File: config.mk
export PLATFORM = sky130hd
export DESIGN_NAME = scuTop
export DESIGN_NICKNAME = d
export VERILOG_FILES = /design/src/scuIrqPkg.sv /design/src/scuRegPkg.sv /design/src/scuTop.sv /design/src/cpuReadPort.sv /design/src/irqController.sv /design/src/scuTimers.sv /design/src/scuRegs.sv /design/src/extEventSampler.sv /design/src/cpuBusPort.sv
export SDC_FILE = /design/constraint.sdc
export NUM_CORES = 1
export LEC_CHECK = 0
export BUFFER_PORTS_ARGS = -buffer_cell sky130_fd_sc_hd__buf_2
export CAP_MARGIN = 25
export CORE_UTILIZATION = 50
export CTS_CLUSTER_DIAMETER = 120
export DETAILED_ROUTE_END_ITERATION = 8
export HOLD_SLACK_MARGIN = 0.1
export PLACE_DENSITY = 0.74
export SLEW_MARGIN = 30
export SYNTH_ARGS = -nofsm -noshare
export SYNTH_HDL_FRONTEND = slang
export SYNTH_SLANG_ARGS = --single-unit
File: constraint.sdc
create_clock -name CLK -period 2.4 [get_ports CLK]
set_clock_uncertainty 0.05 [all_clocks]
set_input_delay 0.36 -clock CLK [delete_from_list [all_inputs] [get_ports CLK]]
set_output_delay 0.36 -clock CLK [all_outputs]
set_load 0.02 [all_outputs]
File: src/scuIrqPkg.sv
package scuIrqPkg;

	// Same layout as the IST register
	typedef struct packed {
		logic [1:0] rsv14;
		logic       spriteEnd;
		logic [4:0] rsv8;
		logic       sysMgr;
		logic       sound;
		logic       rsv5;
		logic       timer1;
		logic       timer0;
		logic       hblankIn;
		logic       vblankOut;
		logic       vblankIn;
	} irqSrcT;

	typedef struct packed {
		logic vblankIn;
		logic vblankOut;
		logic hblankIn;
		logic soundReq;
		logic spriteReq;
		logic smReq;
	} extEvtT;

	typedef logic [3:0] irqLevelT;

	localparam irqLevelT LVL_NONE = 4'd0;

	// Sources in priority order, highest first
	localparam int NUM_SRC = 8;
	localparam logic [3:0] SRC_BIT [NUM_SRC] = '{4'd0, 4'd1, 4'd2, 4'd3, 4'd4, 4'd6, 4'd7, 4'd13};
	localparam irqLevelT SRC_LEVEL [NUM_SRC] =
		'{4'd15, 4'd14, 4'd13, 4'd12, 4'd11, 4'd9, 4'd8, 4'd2};
	localparam logic [7:0] SRC_VECTOR [NUM_SRC] =
		'{8'h40, 8'h41, 8'h42, 8'h43, 8'h44, 8'h46, 8'h47, 8'h4D};

endpackage

File: src/scuRegPkg.sv
package scuRegPkg;

	typedef logic [7:0] regOffT;

	// Word offsets inside the register window
	localparam regOffT T0C_OFF  = 8'h90;
	localparam regOffT T1S_OFF  = 8'h94;
	localparam regOffT T1MD_OFF = 8'h98;
	localparam regOffT IMS_OFF  = 8'hA0;
	localparam regOffT IST_OFF  = 8'hA4;

	typedef logic [9:0] t0cT;
	typedef logic [8:0] t1sT;

	typedef struct packed {
		logic       md;
		logic [6:0] rsv;
		logic       enb;
	} t1mdT;

	// A set bit masks the source at the same status position
	typedef logic [15:0] imsT;

	localparam imsT IMS_RESET = 16'hBFFF;

	localparam logic [31:0] T0C_WMASK  = 32'h0000_03FF;
	localparam logic [31:0] T1S_WMASK  = 32'h0000_01FF;
	localparam logic [31:0] T1MD_WMASK = 32'h0000_0101;
	localparam logic [31:0] IMS_WMASK  = 32'h0000_BFFF;

	typedef struct packed {
		logic        wr;
		logic        rd;
		logic        vecRd;
		regOffT      off;
		logic [3:0]  vecCode;
		logic [3:0]  be;
		logic [31:0] data;
	} cpuAccT;

	typedef struct packed {
		t0cT  t0c;
		t1sT  t1s;
		t1mdT t1md;
		imsT  ims;
	} scuCfgT;

endpackage
File: src/scuTop.sv
module scuTop import scuRegPkg::*, scuIrqPkg::*; #(
	parameter logic [24:0] regBase = 25'h1FE0000
) (
	input  logic        CLK,
	input  logic        RST_N,
	input  logic        CE_R,
	input  logic        CE_F,
	input  logic [24:0] CA,
	input  logic [31:0] CDI,
	input  logic [3:0]  CDQM_N,
	input  logic        CCS2_N,
	input  logic        CRD_N,
	input  logic        CIVECF_N,
	input  logic        IRQV_N,
	input  logic        IRQH_N,
	input  logic        IRQS_N,
	input  logic        IRQ1_N,
	input  logic        MIREQ_N,
	output logic [31:0] CDO,
	output logic [3:0]  CIRL_N
);

	cpuAccT     acc;
	extEvtT     evt;
	scuCfgT     cfg;
	logic       tm0Hit;
	logic       tm1Hit;
	irqSrcT     status;
	logic [7:0] vector;

	cpuBusPort #(.regBase(regBase)) cpuBusPort_i (
		.CLK(CLK), .RST_N(RST_N), .CE_R(CE_R), .CE_F(CE_F),
		.CA(CA), .CDI(CDI), .CDQM_N(CDQM_N), .CCS2_N(CCS2_N),
		.CRD_N(CRD_N), .CIVECF_N(CIVECF_N), .acc(acc)
	);

	extEventSampler extEventSampler_i (
		.CLK(CLK), .RST_N(RST_N), .CE_R(CE_R),
		.IRQV_N(IRQV_N), .IRQH_N(IRQH_N), .IRQS_N(IRQS_N),
		.IRQ1_N(IRQ1_N), .MIREQ_N(MIREQ_N), .evt(evt)
	);

	scuRegs scuRegs_i (.CLK(CLK), .RST_N(RST_N), .acc(acc), .cfg(cfg));

	scuTimers scuTimers_i (
		.CLK(CLK), .RST_N(RST_N), .CE_R(CE_R), .evt(evt), .cfg(cfg),
		.tm0Hit(tm0Hit), .tm1Hit(tm1Hit)
	);

	irqController irqController_i (
		.CLK(CLK), .RST_N(RST_N), .CE_R(CE_R), .CE_F(CE_F),
		.acc(acc), .evt(evt), .tm0Hit(tm0Hit), .tm1Hit(tm1Hit), .cfg(cfg),
		.status(status), .vector(vector), .CIRL_N(CIRL_N)
	);

	cpuReadPort cpuReadPort_i (
		.CLK(CLK), .RST_N(RST_N), .CE_R(CE_R), .CIVECF_N(CIVECF_N), .CRD_N(CRD_N),
		.acc(acc), .status(status), .vector(vector), .CDO(CDO)
	);

endmodule

File: src/cpuReadPort.sv
module cpuReadPort import scuRegPkg::*, scuIrqPkg::*; (
	input  logic        CLK,
	input  logic        RST_N,
	input  logic        CE_R,
	input  logic        CIVECF_N,
	input  logic        CRD_N,
	input  cpuAccT      acc,
	input  irqSrcT      status,
	input  logic [7:0]  vector,
	output logic [31:0] CDO
);

	logic [31:0] regDo;
	logic [7:0]  vecDo;

	always_ff @(posedge CLK or negedge RST_N) begin
		if (!RST_N) begin
			regDo <= '0;
			vecDo <= '0;
		end else begin
			// Only IST is readable here
			if (acc.rd)
				regDo <= (acc.off == IST_OFF) ? {16'd0, status} : '0;
			if (CE_R && !CIVECF_N && !CRD_N)
				vecDo <= vector;
		end
	end

	assign CDO = !CIVECF_N ? {24'd0, vecDo} : regDo;

endmodule

File: src/irqController.sv
module irqController import scuRegPkg::*, scuIrqPkg::*; (
	input  logic       CLK,
	input  logic       RST_N,
	input  logic       CE_R,
	input  logic       CE_F,
	input  cpuAccT     acc,
	input  extEvtT     evt,
	input  logic       tm0Hit,
	input  logic       tm1Hit,
	input  scuCfgT     cfg,
	output irqSrcT     status,
	output logic [7:0] vector,
	output irqLevelT   CIRL_N
);

	irqSrcT      setSrc;
	irqSrcT      pend;
	logic [15:0] clrMask;
	logic [15:0] active;
	irqLevelT    topLvl;
	irqLevelT    lvl;
	logic        istWr;
	logic        vecFetch;

	assign istWr = CE_R & acc.wr & (acc.off == IST_OFF);
	assign vecFetch = CE_F & acc.vecRd;

	always_comb begin
		setSrc = '0;
		setSrc.vblankIn = evt.vblankIn;
		setSrc.vblankOut = evt.vblankOut;
		setSrc.hblankIn = evt.hblankIn;
		setSrc.timer0 = tm0Hit;
		setSrc.timer1 = tm1Hit;
		setSrc.sound = evt.soundReq;
		setSrc.sysMgr = evt.smReq;
		setSrc.spriteEnd = evt.spriteReq;
	end

	// IST write clears zero bits, vector fetch clears the served source
	always_comb begin
		clrMask = '0;
		if (istWr)
			clrMask = ~acc.data[15:0];
		if (vecFetch) begin
			for (int i = 0; i < NUM_SRC; i++) begin
				if (SRC_LEVEL[i] == acc.vecCode)
					clrMask[SRC_BIT[i]] = 1'b1;
			end
		end
	end

	always_ff @(posedge CLK or negedge RST_N) begin
		if (!RST_N)
			pend <= '0;
		else
			pend <= (pend | setSrc) & ~clrMask;
	end

	assign active = pend & ~cfg.ims;

	always_comb begin
		topLvl = LVL_NONE;
		for (int i = NUM_SRC - 1; i >= 0; i--) begin
			if (active[SRC_BIT[i]])
				topLvl = SRC_LEVEL[i];
		end
	end

	always_comb begin
		vector = '0;
		for (int i = 0; i < NUM_SRC; i++) begin
			if (SRC_LEVEL[i] == acc.vecCode)
				vector = SRC_VECTOR[i];
		end
	end

	// Level holds until the CPU acknowledges it
	always_ff @(posedge CLK or negedge RST_N) begin
		if (!RST_N) begin
			lvl <= LVL_NONE;
		end else if (lvl == LVL_NONE) begin
			if (CE_R)
				lvl <= topLvl;
		end else if (vecFetch || istWr) begin
			lvl <= LVL_NONE;
		end
	end

	assign status = pend;
	assign CIRL_N = ~lvl;

endmodule

File: src/scuTimers.sv
module scuTimers import scuRegPkg::*, scuIrqPkg::*; (
	input  logic   CLK,
	input  logic   RST_N,
	input  logic   CE_R,
	input  extEvtT evt,
	input  scuCfgT cfg,
	output logic   tm0Hit,
	output logic   tm1Hit
);

	t0cT         tm0;
	logic [10:0] tm1;
	logic        occur;
	logic        run;

	assign run = CE_R & cfg.t1md.enb;

	// Match uses the count before this line's increment
	assign tm0Hit = run & evt.hblankIn & (tm0 == cfg.t0c);
	assign tm1Hit = run & (tm1 == '0) & occur;

	always_ff @(posedge CLK or negedge RST_N) begin
		if (!RST_N) begin
			tm0 <= '0;
			tm1 <= '0;
			occur <= 1'b0;
		end else if (run) begin
			tm1 <= tm1 - 11'd1;
			if (tm1Hit)
				occur <= 1'b0;
			if (evt.hblankIn) begin
				tm0 <= tm0 + 10'd1;
				// Reload with T1S*4+3
				tm1 <= {cfg.t1s, 2'b11};
				if (!cfg.t1md.md || tm0Hit)
					occur <= 1'b1;
			end
			if (evt.vblankOut)
				tm0 <= '0;
		end
	end

endmodule

File: src/scuRegs.sv
module scuRegs import scuRegPkg::*; (
	input  logic   CLK,
	input  logic   RST_N,
	input  cpuAccT acc,
	output scuCfgT cfg
);

	logic [31:0] t0cW;
	logic [31:0] t1sW;
	logic [31:0] t1mdW;
	logic [31:0] imsW;

	// Merge enabled bytes of the CPU data into the current value
	function automatic logic [31:0] byteWrite(input logic [31:0] cur, input cpuAccT a,
			input logic [31:0] wmask);
		logic [31:0] res;
		res = cur;
		for (int b = 0; b < 4; b++) begin
			if (a.be[b])
				res[b*8 +: 8] = a.data[b*8 +: 8] & wmask[b*8 +: 8];
		end
		return res;
	endfunction

	assign t0cW = byteWrite({22'd0, cfg.t0c}, acc, T0C_WMASK);
	assign t1sW = byteWrite({23'd0, cfg.t1s}, acc, T1S_WMASK);
	assign t1mdW = byteWrite({23'd0, cfg.t1md}, acc, T1MD_WMASK);
	assign imsW = byteWrite({16'd0, cfg.ims}, acc, IMS_WMASK);

	always_ff @(posedge CLK or negedge RST_N) begin
		if (!RST_N) begin
			cfg.t0c <= '0;
			cfg.t1s <= '0;
			cfg.t1md <= '0;
			cfg.ims <= IMS_RESET;
		end else if (acc.wr) begin
			case (acc.off)
				T0C_OFF:  cfg.t0c <= t0cW[9:0];
				T1S_OFF:  cfg.t1s <= t1sW[8:0];
				T1MD_OFF: cfg.t1md <= t1mdW[8:0];
				IMS_OFF:  cfg.ims <= imsW[15:0];
				default: ;
			endcase
		end
	end

endmodule

File: src/extEventSampler.sv
module extEventSampler import scuIrqPkg::*; (
	input  logic   CLK,
	input  logic   RST_N,
	input  logic   CE_R,
	input  logic   IRQV_N,
	input  logic   IRQH_N,
	input  logic   IRQS_N,
	input  logic   IRQ1_N,
	input  logic   MIREQ_N,
	output extEvtT evt
);

	logic [4:0] lineNow;
	logic [4:0] lineOld;
	logic [4:0] fallEdge;

	assign lineNow = {MIREQ_N, IRQ1_N, IRQS_N, IRQH_N, IRQV_N};

	always_ff @(posedge CLK or negedge RST_N) begin
		if (!RST_N)
			lineOld <= '1;
		else if (CE_R)
			lineOld <= lineNow;
	end

	assign fallEdge = {5{CE_R}} & lineOld & ~lineNow;

	always_comb begin
		evt.vblankIn = fallEdge[0];
		// V-blank end is the rising edge
		evt.vblankOut = CE_R & ~lineOld[0] & lineNow[0];
		evt.hblankIn = fallEdge[1];
		evt.soundReq = fallEdge[2];
		evt.spriteReq = fallEdge[3];
		evt.smReq = fallEdge[4];
	end

endmodule

File: src/cpuBusPort.sv
module cpuBusPort import scuRegPkg::*; #(
	parameter logic [24:0] regBase = 25'h1FE0000
) (
	input  logic        CLK,
	input  logic        RST_N,
	input  logic        CE_R,
	input  logic        CE_F,
	input  logic [24:0] CA,
	input  logic [31:0] CDI,
	input  logic [3:0]  CDQM_N,
	input  logic        CCS2_N,
	input  logic        CRD_N,
	input  logic        CIVECF_N,
	output cpuAccT      acc
);

	logic        dqmOffOld;
	logic        rdNOld;
	logic [24:0] winOff;
	logic        inWin;
	logic        cwe;
	logic        cre;

	always_ff @(posedge CLK or negedge RST_N) begin
		if (!RST_N) begin
			dqmOffOld <= 1'b1;
			rdNOld <= 1'b1;
		end else begin
			if (CE_R)
				dqmOffOld <= &CDQM_N;
			if (CE_F)
				rdNOld <= CRD_N;
		end
	end

	// Write on first byte enable, read on CRD_N fall
	assign cwe = CE_R & dqmOffOld & ~&CDQM_N;
	assign cre = CE_F & rdNOld & ~CRD_N;

	assign winOff = CA - regBase;
	assign inWin = ~CCS2_N & (CA >= regBase) & (winOff <= 25'h00000CF);

	always_comb begin
		acc.wr = inWin & cwe;
		acc.rd = inWin & cre;
		acc.vecRd = ~CIVECF_N & cre;
		acc.off = {winOff[7:2], 2'b00};
		acc.vecCode = CA[3:0];
		acc.be = ~CDQM_N;
		acc.data = CDI;
	end

endmodule

# Word-level counts from Yosys, hierarchy flattened
# Index checks and enable logic that the tools add are counted.
op_classes:
  magnitude_cmp: 2
  n_div: 0
  bitwise: 34
  n_reduce_logical: 23
  n_mul: 0
  mux: 39
  n_eq_ne: 15
  shift: 0
  n_addsub: 3
op_table:
  columns: ["op", "n"]
  rows:
  - ["$mux W8", 7]
  - ["$mux W4", 10]
  - ["$mux W16", 2]
  - ["$mux W32", 1]
  - ["$not A16 Y16", 2]
  - ["$eq A6 B6 Y1 const B", 5]
  - ["$eq A4 B4 Y1 const A", 7]
  - ["$ge A25 B25 Y1 const B", 1]
  - ["$le A25 B8 Y1 const B", 1]
  - ["$sub A25 B25 Y25 const B", 1]
  - ["$reduce_and A3 Y1", 8]
  - ["$mux W10", 2]
  - ["$and A1 B1 Y1", 19]
  - ["$and A16 B16 Y16", 1]
  - ["$or A16 B14 Y16", 1]
  - ["$and A14 B14 Y14", 1]
  - ["$not A14 Y14", 1]
  - ["$mux W1", 12]
  - ["$logic_not A11 Y1", 1]
  - ["$mux W11", 1]
  - ["$sub A11 B1 Y11 const B", 1]
  - ["$add A10 B1 Y10 const B", 1]
  - ["$and A5 B5 Y5", 2]
  - ["$eq A10 B10 Y1", 1]
  - ["16 further kinds", 27]
word_totals:
  output_inout_bits: 36
  in_bits: 73
  latchBits: 0
  ff_bits: 124
  mem_count: 0
  elab_cells: 144
  mem_bits_ro: 0
  mem_bits_rw: 0

# Longest topological paths before layout
# Gate-level depths: netlist (run 1).
logic_depth:
  depth_word: 12
  depth_mapped: 7
  ltp_nobuf: 7

# Cells and area by module
# Synthesis (run 1) repeated with hierarchy kept, for this count alone.
hier_totals:
  cells_unflattened: 583
  hier_area_um2: 6289.8
by_module_without_submodules:
  columns: ["mod", "area_per_inst_um2", "cells_each", "seq_area_each_um2", "instances"]
  rows:
  - ["scuRegs", 1540.2, 99, 919.6, 1]
  - ["scuTimers", 1430.1, 166, 550.5, 1]
  - ["cpuReadPort", 1395.1, 125, 600.6, 1]
  - ["irqController", 1056.0, 100, 500.5, 1]
  - ["cpuBusPort", 594.3, 76, 52.6, 1]
  - ["extEventSampler", 274.0, 17, 131.4, 1]

# Least setup slack after synthesis (run 1)
# Ideal clock, no wire load.
synth_timing:
  path_kind: "input to register"
  start: "input port CA[17]"
  end: "register scuRegs_i.cfg[0] (netlist name)"
  n_path_buf: 1
  setup_slack_ns: 0.266
  t_arrival_ns: 2.001
  required_time_ns: 2.268
  stages: 7
  setup_ns: 0.082
  path_cell_list: "ha_1 nand2b_1 or4_4 or2_0 and4bb_1 buf_6 mux2_2"
synth_via:
  elab_chain_cells: 5
  elab_cells_between_ends: 7
  classes_between: "add/sub: 1; order compare: 2; bitwise: 3; reduce/logical: 1"
synth_rtl:
  columns: ["element", "line_no", "text"]
  rows:
  - ["start, declared", "scuTop.sv:8", "input logic [24:0] CA,"]
  - ["$sub A25 B25 Y25 or $ge A25 B25 Y1 (tied branches)", "cpuBusPort.sv:40, cpuBusPort.sv:41", null]
  - ["$le A25 B8 Y1 or $and A1 B1 Y1 (tied branches)", "cpuBusPort.sv:41", "assign inWin = ~CCS2_N & (CA >= regBase) & (winOff <= 25'h00000CF);"]
  - ["$and A1 B1 Y1 (*)", "cpuBusPort.sv:41", null]
  - ["$and A1 B1 Y1 (*)", "cpuBusPort.sv:44", "acc.wr = inWin & cwe;"]
  - ["$reduce_and A3 Y1 (no line) (*)", null, null]
# Every way passes the cells marked *; elsewhere a longest branch is shown, timed or not.
# A chain may end at the register's enable or synchronous reset.

# Worst setup path after layout (run 1)
layout_timing:
  start: "register cpuBusPort_i.dqmOffOld"
  end: "register scuRegs_i.cfg[6] (netlist name)"
layout_via:
  elab_chain_cells: 4
layout_rtl:
  columns: ["element", "line_no", "text"]
  rows:
  - ["start, declared", "cpuBusPort.sv:17", "logic dqmOffOld;"]
  - ["start signal, assigned", "cpuBusPort.sv:30", "dqmOffOld <= &CDQM_N;"]
  - ["$and A1 B1 Y1 (2 in a row)", "cpuBusPort.sv:37", "assign cwe = CE_R & dqmOffOld & ~&CDQM_N;"]
  - ["$and A1 B1 Y1", "cpuBusPort.sv:44", null]
  - ["$reduce_and A3 Y1 (no line)", null, null]
# Every way passes these cells.

==> impl_metrics.json, run 1 <==
{
  "status": "finished, final reports clean",
  "multi_input_area_um2": 2321,
  "period_needed_ns": 2.255,
  "cp.arrival_ns": 2.50,
  "synth_cell_types": 61,
  "max_stage_delay_ns": 0.54,
  "layout.nets": 645,
  "use_met1_pct": 31.74,
  "maxCapViolations": 0,
  "r2r_start": "cpuBusPort_i.dqmOffOld",
  "finalHoldViolCount": 0,
  "syn_to_final_growth_pct": 13.64,
  "finish.instance_area_um2": 5777,
  "netlist_area_um2": 5084,
  "cp-start-kind": "flop",
  "routed_wl_um": 11030,
  "grt_overflow_total": 0,
  "grt.busiest_layer": "met2",
  "ff2ff_path_depth": 6,
  "fp.dieH_um": 102.8,
  "critPathCapture": "scuRegs_i.cfg[6]",
  "grt_pass1_vias": 3630,
  "startpoint": "cpuBusPort_i.dqmOffOld",
  "num_vias": 3809,
  "finalCritPeriodShare_pct": 93.94,
  "cp-end-kind": "flop",
  "p_leak_nw": 2.826,
  "wl_per_cell_um": 15.62,
  "fp.dieW_um": 102.8,
  "rr_endpoint": "scuRegs_i.cfg[6]",
  "root_buffer": "clkbuf_8",
  "rsz0062_at_grt": "false",
  "cp_cell_sequence": "nand2_1 -> or4_4 -> or2_0 -> and4bb_1 -> buf_4 -> mux2_2",
  "critPathMaxFanout": 7,
  "core_area_um2": 9819,
  "synthFlopType": "dfrtp_1",
  "cts_tree": "built",
  "grtUsageTotal_pct": 22.29,
  "fp-row-count": 36,
  "irDropWorstVdd_mv": 0.4327,
  "hpwl_um": 8096,
  "power.density_nw_per_um2": 575.6,
  "cts_made_buffers": 9,
  "ys_seq_area_share_pct": 49.10,
  "yosysWarnings": 0,
  "initial_utilization_pct": 51.77,
  "relSlewSlack_pct": 57.96,
  "drive_above_1_share_pct": 29.84,
  "cp.required_ns": 2.65,
  "drcViolationCount": 0,
  "avgSynthCellArea_um2": 10.35,
  "clk_latency_ns": 0.37,
  "fin_setup_tns_ns": 0,
  "synth.ff_latch_count": 99,
  "grt_max_degree": 69,
  "io_buffer_count": 76,
  "hold_class": "in2reg",
  "place.gp.congestion": 0.8209,
  "antenna_cells": 0,
  "placed_area_um2": 5563,
  "io_pins": 109,
  "clk_pin_slew_ns": 0.10,
  "clock-sinks": 99,
  "h-tree-depth": 3,
  "syn_inst": 491,
  "grt_pass1_wl_um": 17870,
  "die_area_um2": 10570,
  "postSynth.asyncResetShare_pct": 100.0,
  "seq_area_um2": 2496,
  "fillers": 856,
  "path_class": "reg2reg",
  "drtIter0Drc": 180,
  "vias_per_cell": 5.395,
  "antenna_left": 0,
  "clock.fmax_ghz": 0.4435,
  "crit_slowest_cell": "dfstp_2",
  "report.final.slew_viol_count": 0,
  "clock_path_buffers": 2,
  "drtPass1Iterations": 5,
  "synth-edff-count": 0,
  "met2_usage_pct": 35.33,
  "met3_usage_pct": 4.881,
  "worst_slew_pin_slew_ns": 0.6287,
  "antenna_found_initial": 0,
  "setup_viol": 0,
  "rrSetupSlack_ns": 0.15
}
## synthesized netlist by cell type (all sizes together) (4+ instances only)
library cell | n | share of area, %
a21oi | 17 | 1.7
a31oi | 7 | 0.86
and2 | 12 | 1.5
buf | 22 | 3.1
clkbuf | 13 | 0.98
dfrtp | 84 | 41
dfstp | 15 | 7.8
ha | 4 | 0.98
inv | 31 | 2.3
mux2 | 40 | 8.9
mux2i | 17 | 3.3
nand2 | 48 | 3.5
nand2b | 8 | 0.98
nand3 | 12 | 1.5
nand3b | 6 | 0.89
nand4 | 12 | 1.5
nor2 | 29 | 2.1
nor2b | 9 | 1.1
nor3 | 7 | 0.79
o21a | 12 | 1.8
o21ai | 14 | 1.5
o22ai | 5 | 0.62
xnor2 | 13 | 2.2
xor2 | 6 | 1.0
## critical path, delay by kind of cell, from the launching register on
family	cells	cell delay [ns]
simple gates	4	1.09
buf+inv	1	0.17
flops	1	0.54
mux	1	0.34
## state kept, by name (all words and copies together) (netlist names)
register                   cells
extEventSampler_i.lineOld      5
scuTimers_i.tm1               11
scuTimers_i.tm0               10
cpuBusPort_i.dqmOffOld         1
cpuReadPort_i.vecDo            5
irqController_i.lvl            4
scuTimers_i.occur              1
cpuBusPort_i.rdNOld            1
scuRegs_i.cfg                 29
cpuReadPort_i.regDo           16
irqController_i.status        16
## metrics by stage
step | cells | utilization, % | power (mW) | worst slack (ns) | hold slack, ns
final | 706 | 58.83 | 3.325 | 0.1453 | 0.1507
after global routing | 706 | 58.83 | 3.471 | 0.06440 | 0.1307
after CTS | 706 | 58.83 | 3.356 | 0.1570 | 0.1402
after detailed placement | 689 | 56.65 | 2.257 | 0.01829 | 0.2721
after global placement | 689 | 56.65 | 2.247 | 0.05382 | 0.2796
after floorplan | 506 | - | 2.080 | 0.2664 | 0.01441
## where the power goes
group          internal (mW)  total (mW)  switching (mW)
sequential              1.74        1.79          0.0479
clock                  0.516        1.10           0.585
combinational          0.170       0.437           0.267
total                   2.43        3.33           0.900
## cell families after synthesis
| group | share of synthesized area [%] |
|---|---|
| muxes | 12.21 |
| xor gates and xnor gates | 3.273 |
| adders and majority gates | 0.9845 |
| other | 0.07377 |
| buffers and inverters | 6.350 |
| DFF | 49.10 |
| AOI/OAI and AO/OA | 10.66 |
| and+or+nand+nor | 17.35 |
## timing repair
action                    4_1_cts  5_1_grt
buffers inserted                0        0
hold buffers                    1        0
gates resized for setup         0        0
hold endpoints to repair       29        0
## cell type report
cell class                      count  share of cell area [%]
Clock buffer                       11                   2.447
Clock inverter                      5                   1.083
Inverter                           31                   2.014
Multi-Input combinational cell    341                   40.18
Sequential cell                    99                   43.21
Tap cell                          133                   2.881
Timing Repair Buffer               86                   8.187
## per-layer routing
metal	up-vias	routed length (um)	share of wire, %
met5	-	0	0
met4	0	95	0.86
met3	8	671	6.1
met2	111	5163	47
met1	1850	5098	46
li1	1840	-	-
## layout by cell type (no fill, tap or decap), types with 3 or more instances in the layout
| cell type | count |
|---|---|
| nor2b_1 | 9 |
| dfrtp_1 | 84 |
| or3_1 | 3 |
| o31ai_1 | 3 |
| nand2_1 | 48 |
| o21ai_0 | 13 |
| nand4_1 | 12 |
| a21oi_1 | 17 |
| inv_1 | 31 |
| and2_1 | 12 |
| buf_4 | 9 |
| o21a_1 | 12 |
| xor2_1 | 6 |
| o221a_2 | 3 |
| nand3b_1 | 6 |
| dfstp_2 | 15 |
| conb_1 | 16 |
| o22ai_1 | 5 |
| nand3_1 | 9 |
| nand3_2 | 3 |
| nor2_1 | 29 |
| xnor2_1 | 13 |
| nand2b_1 | 8 |
| ha_1 | 4 |
| mux2_2 | 40 |
| clkbuf_8 | 10 |
| a31oi_1 | 7 |
| mux2i_1 | 17 |
| buf_2 | 75 |
| nor3_1 | 6 |
## worst min-delay path by stage
stage            start                          to  slack [ns]  cells past startpoint
3_3_place_gp     RST_N  irqController_i.status[12]        0.28                      1
5_1_grt        CDI[14]  irqController_i.status[14]        0.13                      2
2_1_floorplan    RST_N      cpuReadPort_i.regDo[0]        0.01                      0
4_1_cts        CDI[14]  irqController_i.status[14]        0.14                      2
3_5_place_dp     RST_N  irqController_i.status[10]        0.27                      1
6_report       CDI[14]  irqController_i.status[14]        0.15                      2
Note: power is estimated with default switching activity, not from simulation.
==> inputs of run 2 (changes only) <==
==> constraint.sdc (replaced) <==
create_clock -name CLK -period 2.4 [get_ports CLK]
set_clock_uncertainty 0.05 [all_clocks]
set_input_delay 0.12 -clock CLK [delete_from_list [all_inputs] [get_ports CLK]]
set_output_delay 0.12 -clock CLK [all_outputs]
set_load 0.02 [all_outputs]
==> run 2 against run 1 <==
  * Power grew 1.3%
  * Maximum frequency shrank 2.8%
  * Combinational power grew 11%
  * Core utilization grew 2.9 points
  * Cell count grew 4.2%
  * Via count grew 3.8%
  * Worst setup slack lost 0.064 ns
  * Flip-flop and latch count is the same
  * Global-route usage grew 1.9 points
  * Wire length grew 8.5%
  * Register-to-register slack lost 0.06 ns
==> impl_metrics.json, run 2 (same netlist as run 1, synthesis figures left out) <==
{
  "p_sw_mw": 0.9118,
  "drcViolationCount": 0,
  "initial_utilization_pct": 51.77,
  "drive_above_1_share_pct": 28.52,
  "final_cell_mix": "dfrtp_1, buf_2, nand2_1, mux2_2, inv_1",
  "place.gp.congestion": 0.8563,
  "relSlewSlack_pct": 55.49,
  "drtIter0Drc": 154,
  "cellInternalPower_mw": 2.458,
  "h-tree-depth": 3,
  "final_cells": 736,
  "clk_latency_ns": 0.37,
  "drtPass1Iterations": 4,
  "fin_setup_tns_ns": 0,
  "hold_path.startpoint": "CDQM_N[0]",
  "path_class": "reg2reg",
  "maxCapViolations": 0,
  "power.density_nw_per_um2": 555.9,
  "report.final.slew_viol_count": 0,
  "sw_frac_of_total_pct": 27.06,
  "cp.required_ns": 2.65,
  "startpoint": "cpuBusPort_i.dqmOffOld",
  "cts_made_buffers": 9,
  "clk_pin_slew_ns": 0.10,
  "post-place-ws_ns": 0.1018,
  "largest-register": "scuRegs_i.cfg",
  "vias_per_cell": 5.370,
  "clock_path_buffers": 2,
  "period_needed_ns": 2.319,
  "cts_tree": "built",
  "clkPwrFrac_pct": 32.6,
  "cp.arrival_ns": 2.57,
  "io_pins": 109,
  "core_area_um2": 9819,
  "wl_per_cell_um": 16.26,
  "rsz0062_at_grt": "false",
  "cp-start-kind": "flop",
  "antenna_cells": 0,
  "final_common_cell": "dfrtp_1",
  "grtUsageTotal_pct": 24.24,
  "status": "finished, final reports clean",
  "p_leak_nw": 2.952,
  "fp.dieH_um": 102.8,
  "clock.fmax_ghz": 0.4312,
  "finalHoldViolCount": 0,
  "grt_max_degree": 53,
  "antenna_left": 0,
  "cts_resized": 0,
  "grt_overflow_total": 0,
  "setup_viol": 0,
  "r2r_start": "cpuBusPort_i.dqmOffOld",
  "grt_pass1_wl_um": 19110,
  "fp.dieW_um": 102.8,
  "syn_to_final_growth_pct": 19.22,
  "cp-end-kind": "flop",
  "dp.cells": 690,
  "hold_buffers": 30,
  "clock-sinks": 99,
  "die_area_um2": 10570,
  "p_seq_share_pct": 53.1,
  "layout.nets": 675,
  "antenna_found_initial": 0,
  "num_vias": 3952,
  "largest_register_ffs": 29,
  "post-cts-setup-buffers": 0,
  "io_buffer_count": 76,
  "routed_wl_um": 11970,
  "grt_pass1_vias": 3854,
  "irDropWorstVdd_mv": 0.5108,
  "root_buffer": "clkbuf_8",
  "hpwl_um": 8547,
  "hold_class": "in2reg",
  "setup_slack_ns": 0.08104,
  "finalCritPeriodShare_pct": 96.62,
  "fp-row-count": 36,
  "fillers": 826,
  "critPathMaxFanout": 7,
  "rrSetupSlack_ns": 0.08,
  "worst_slew_pin_slew_ns": 0.6677,
  "power.share.combinational_pct": 14.3
}
run 2: cell types whose count changed in the layout (fill, tap and decap cells not counted):
cell / delta
buf_4: +2
clkinv_4: +1
buf_12: -1
clkinv_2: +1
dlygate4sd3_1: +29
clkinvlp_4: -2
run 2: path summary, 6_finish.rpt:
path / end / cells past startpoint
setup / recovery: scuRegs_i.cfg[4] / 5
hold / removal: scuRegs_i.cfg[16] / 4
setup reg to reg: scuRegs_i.cfg[4] / 5
hold reg to reg: cpuBusPort_i.dqmOffOld / 2
max in group asynchronous: extEventSampler_i.lineOld[1] / 3
min in group asynchronous: irqController_i.status[10] / 2
run 2: area by class of cell:
class                           instances  area, um2  share of cell area (%)
Sequential cell                        99       2496                   41.18
Multi-Input combinational cell        341       2321                   38.29
Timing Repair Buffer                  116      758.2                   12.51
Tap cell                              133      166.4                   2.746
Clock buffer                           11      141.4                   2.333
Inverter                               31      116.4                   1.920
Clock inverter                          5      61.31                   1.012
run 2: metrics by stage:
stage	power (mW)	util (%)	area (um2)	hold WS, ns
6_report	3.369	61.72	6061	0.1529
2_1_floorplan	2.080	-	5140	-0.2256
5_1_grt	3.508	61.72	6061	0.1447
3_5_place_dp	2.262	56.60	5558	0.1472
3_3_place_gp	2.247	56.60	5558	0.1470
4_1_cts	3.387	61.72	6061	0.1357
run 2: critical path, cell delays in order, from the launching register on:
cell	delay, ns
dfstp_2	0.54
nand2_1	0.07
or4_4	0.50
or2_0	0.22
and4bb_1	0.49
mux2_2	0.39
run 2: layer usage:
metal	routed length, um	GRT usage, %
met5	0	0
met4	143	5.634
met3	603	5.288
met2	5842	39.54
met1	5375	33.24
run 2: power groups by stage:
| stage | Combinational, mW | Clock (mW) | Sequential [mW] |
|---|---|---|---|
| finish | 0.483 | 1.10 | 1.79 |
| global route | 0.531 | 1.18 | 1.80 |
| CTS | 0.483 | 1.12 | 1.79 |
| detailed placement | 0.442 | 0 | 1.82 |
| global placement | 0.432 | 0 | 1.82 |
| floorplan | 0.277 | 0 | 1.80 |
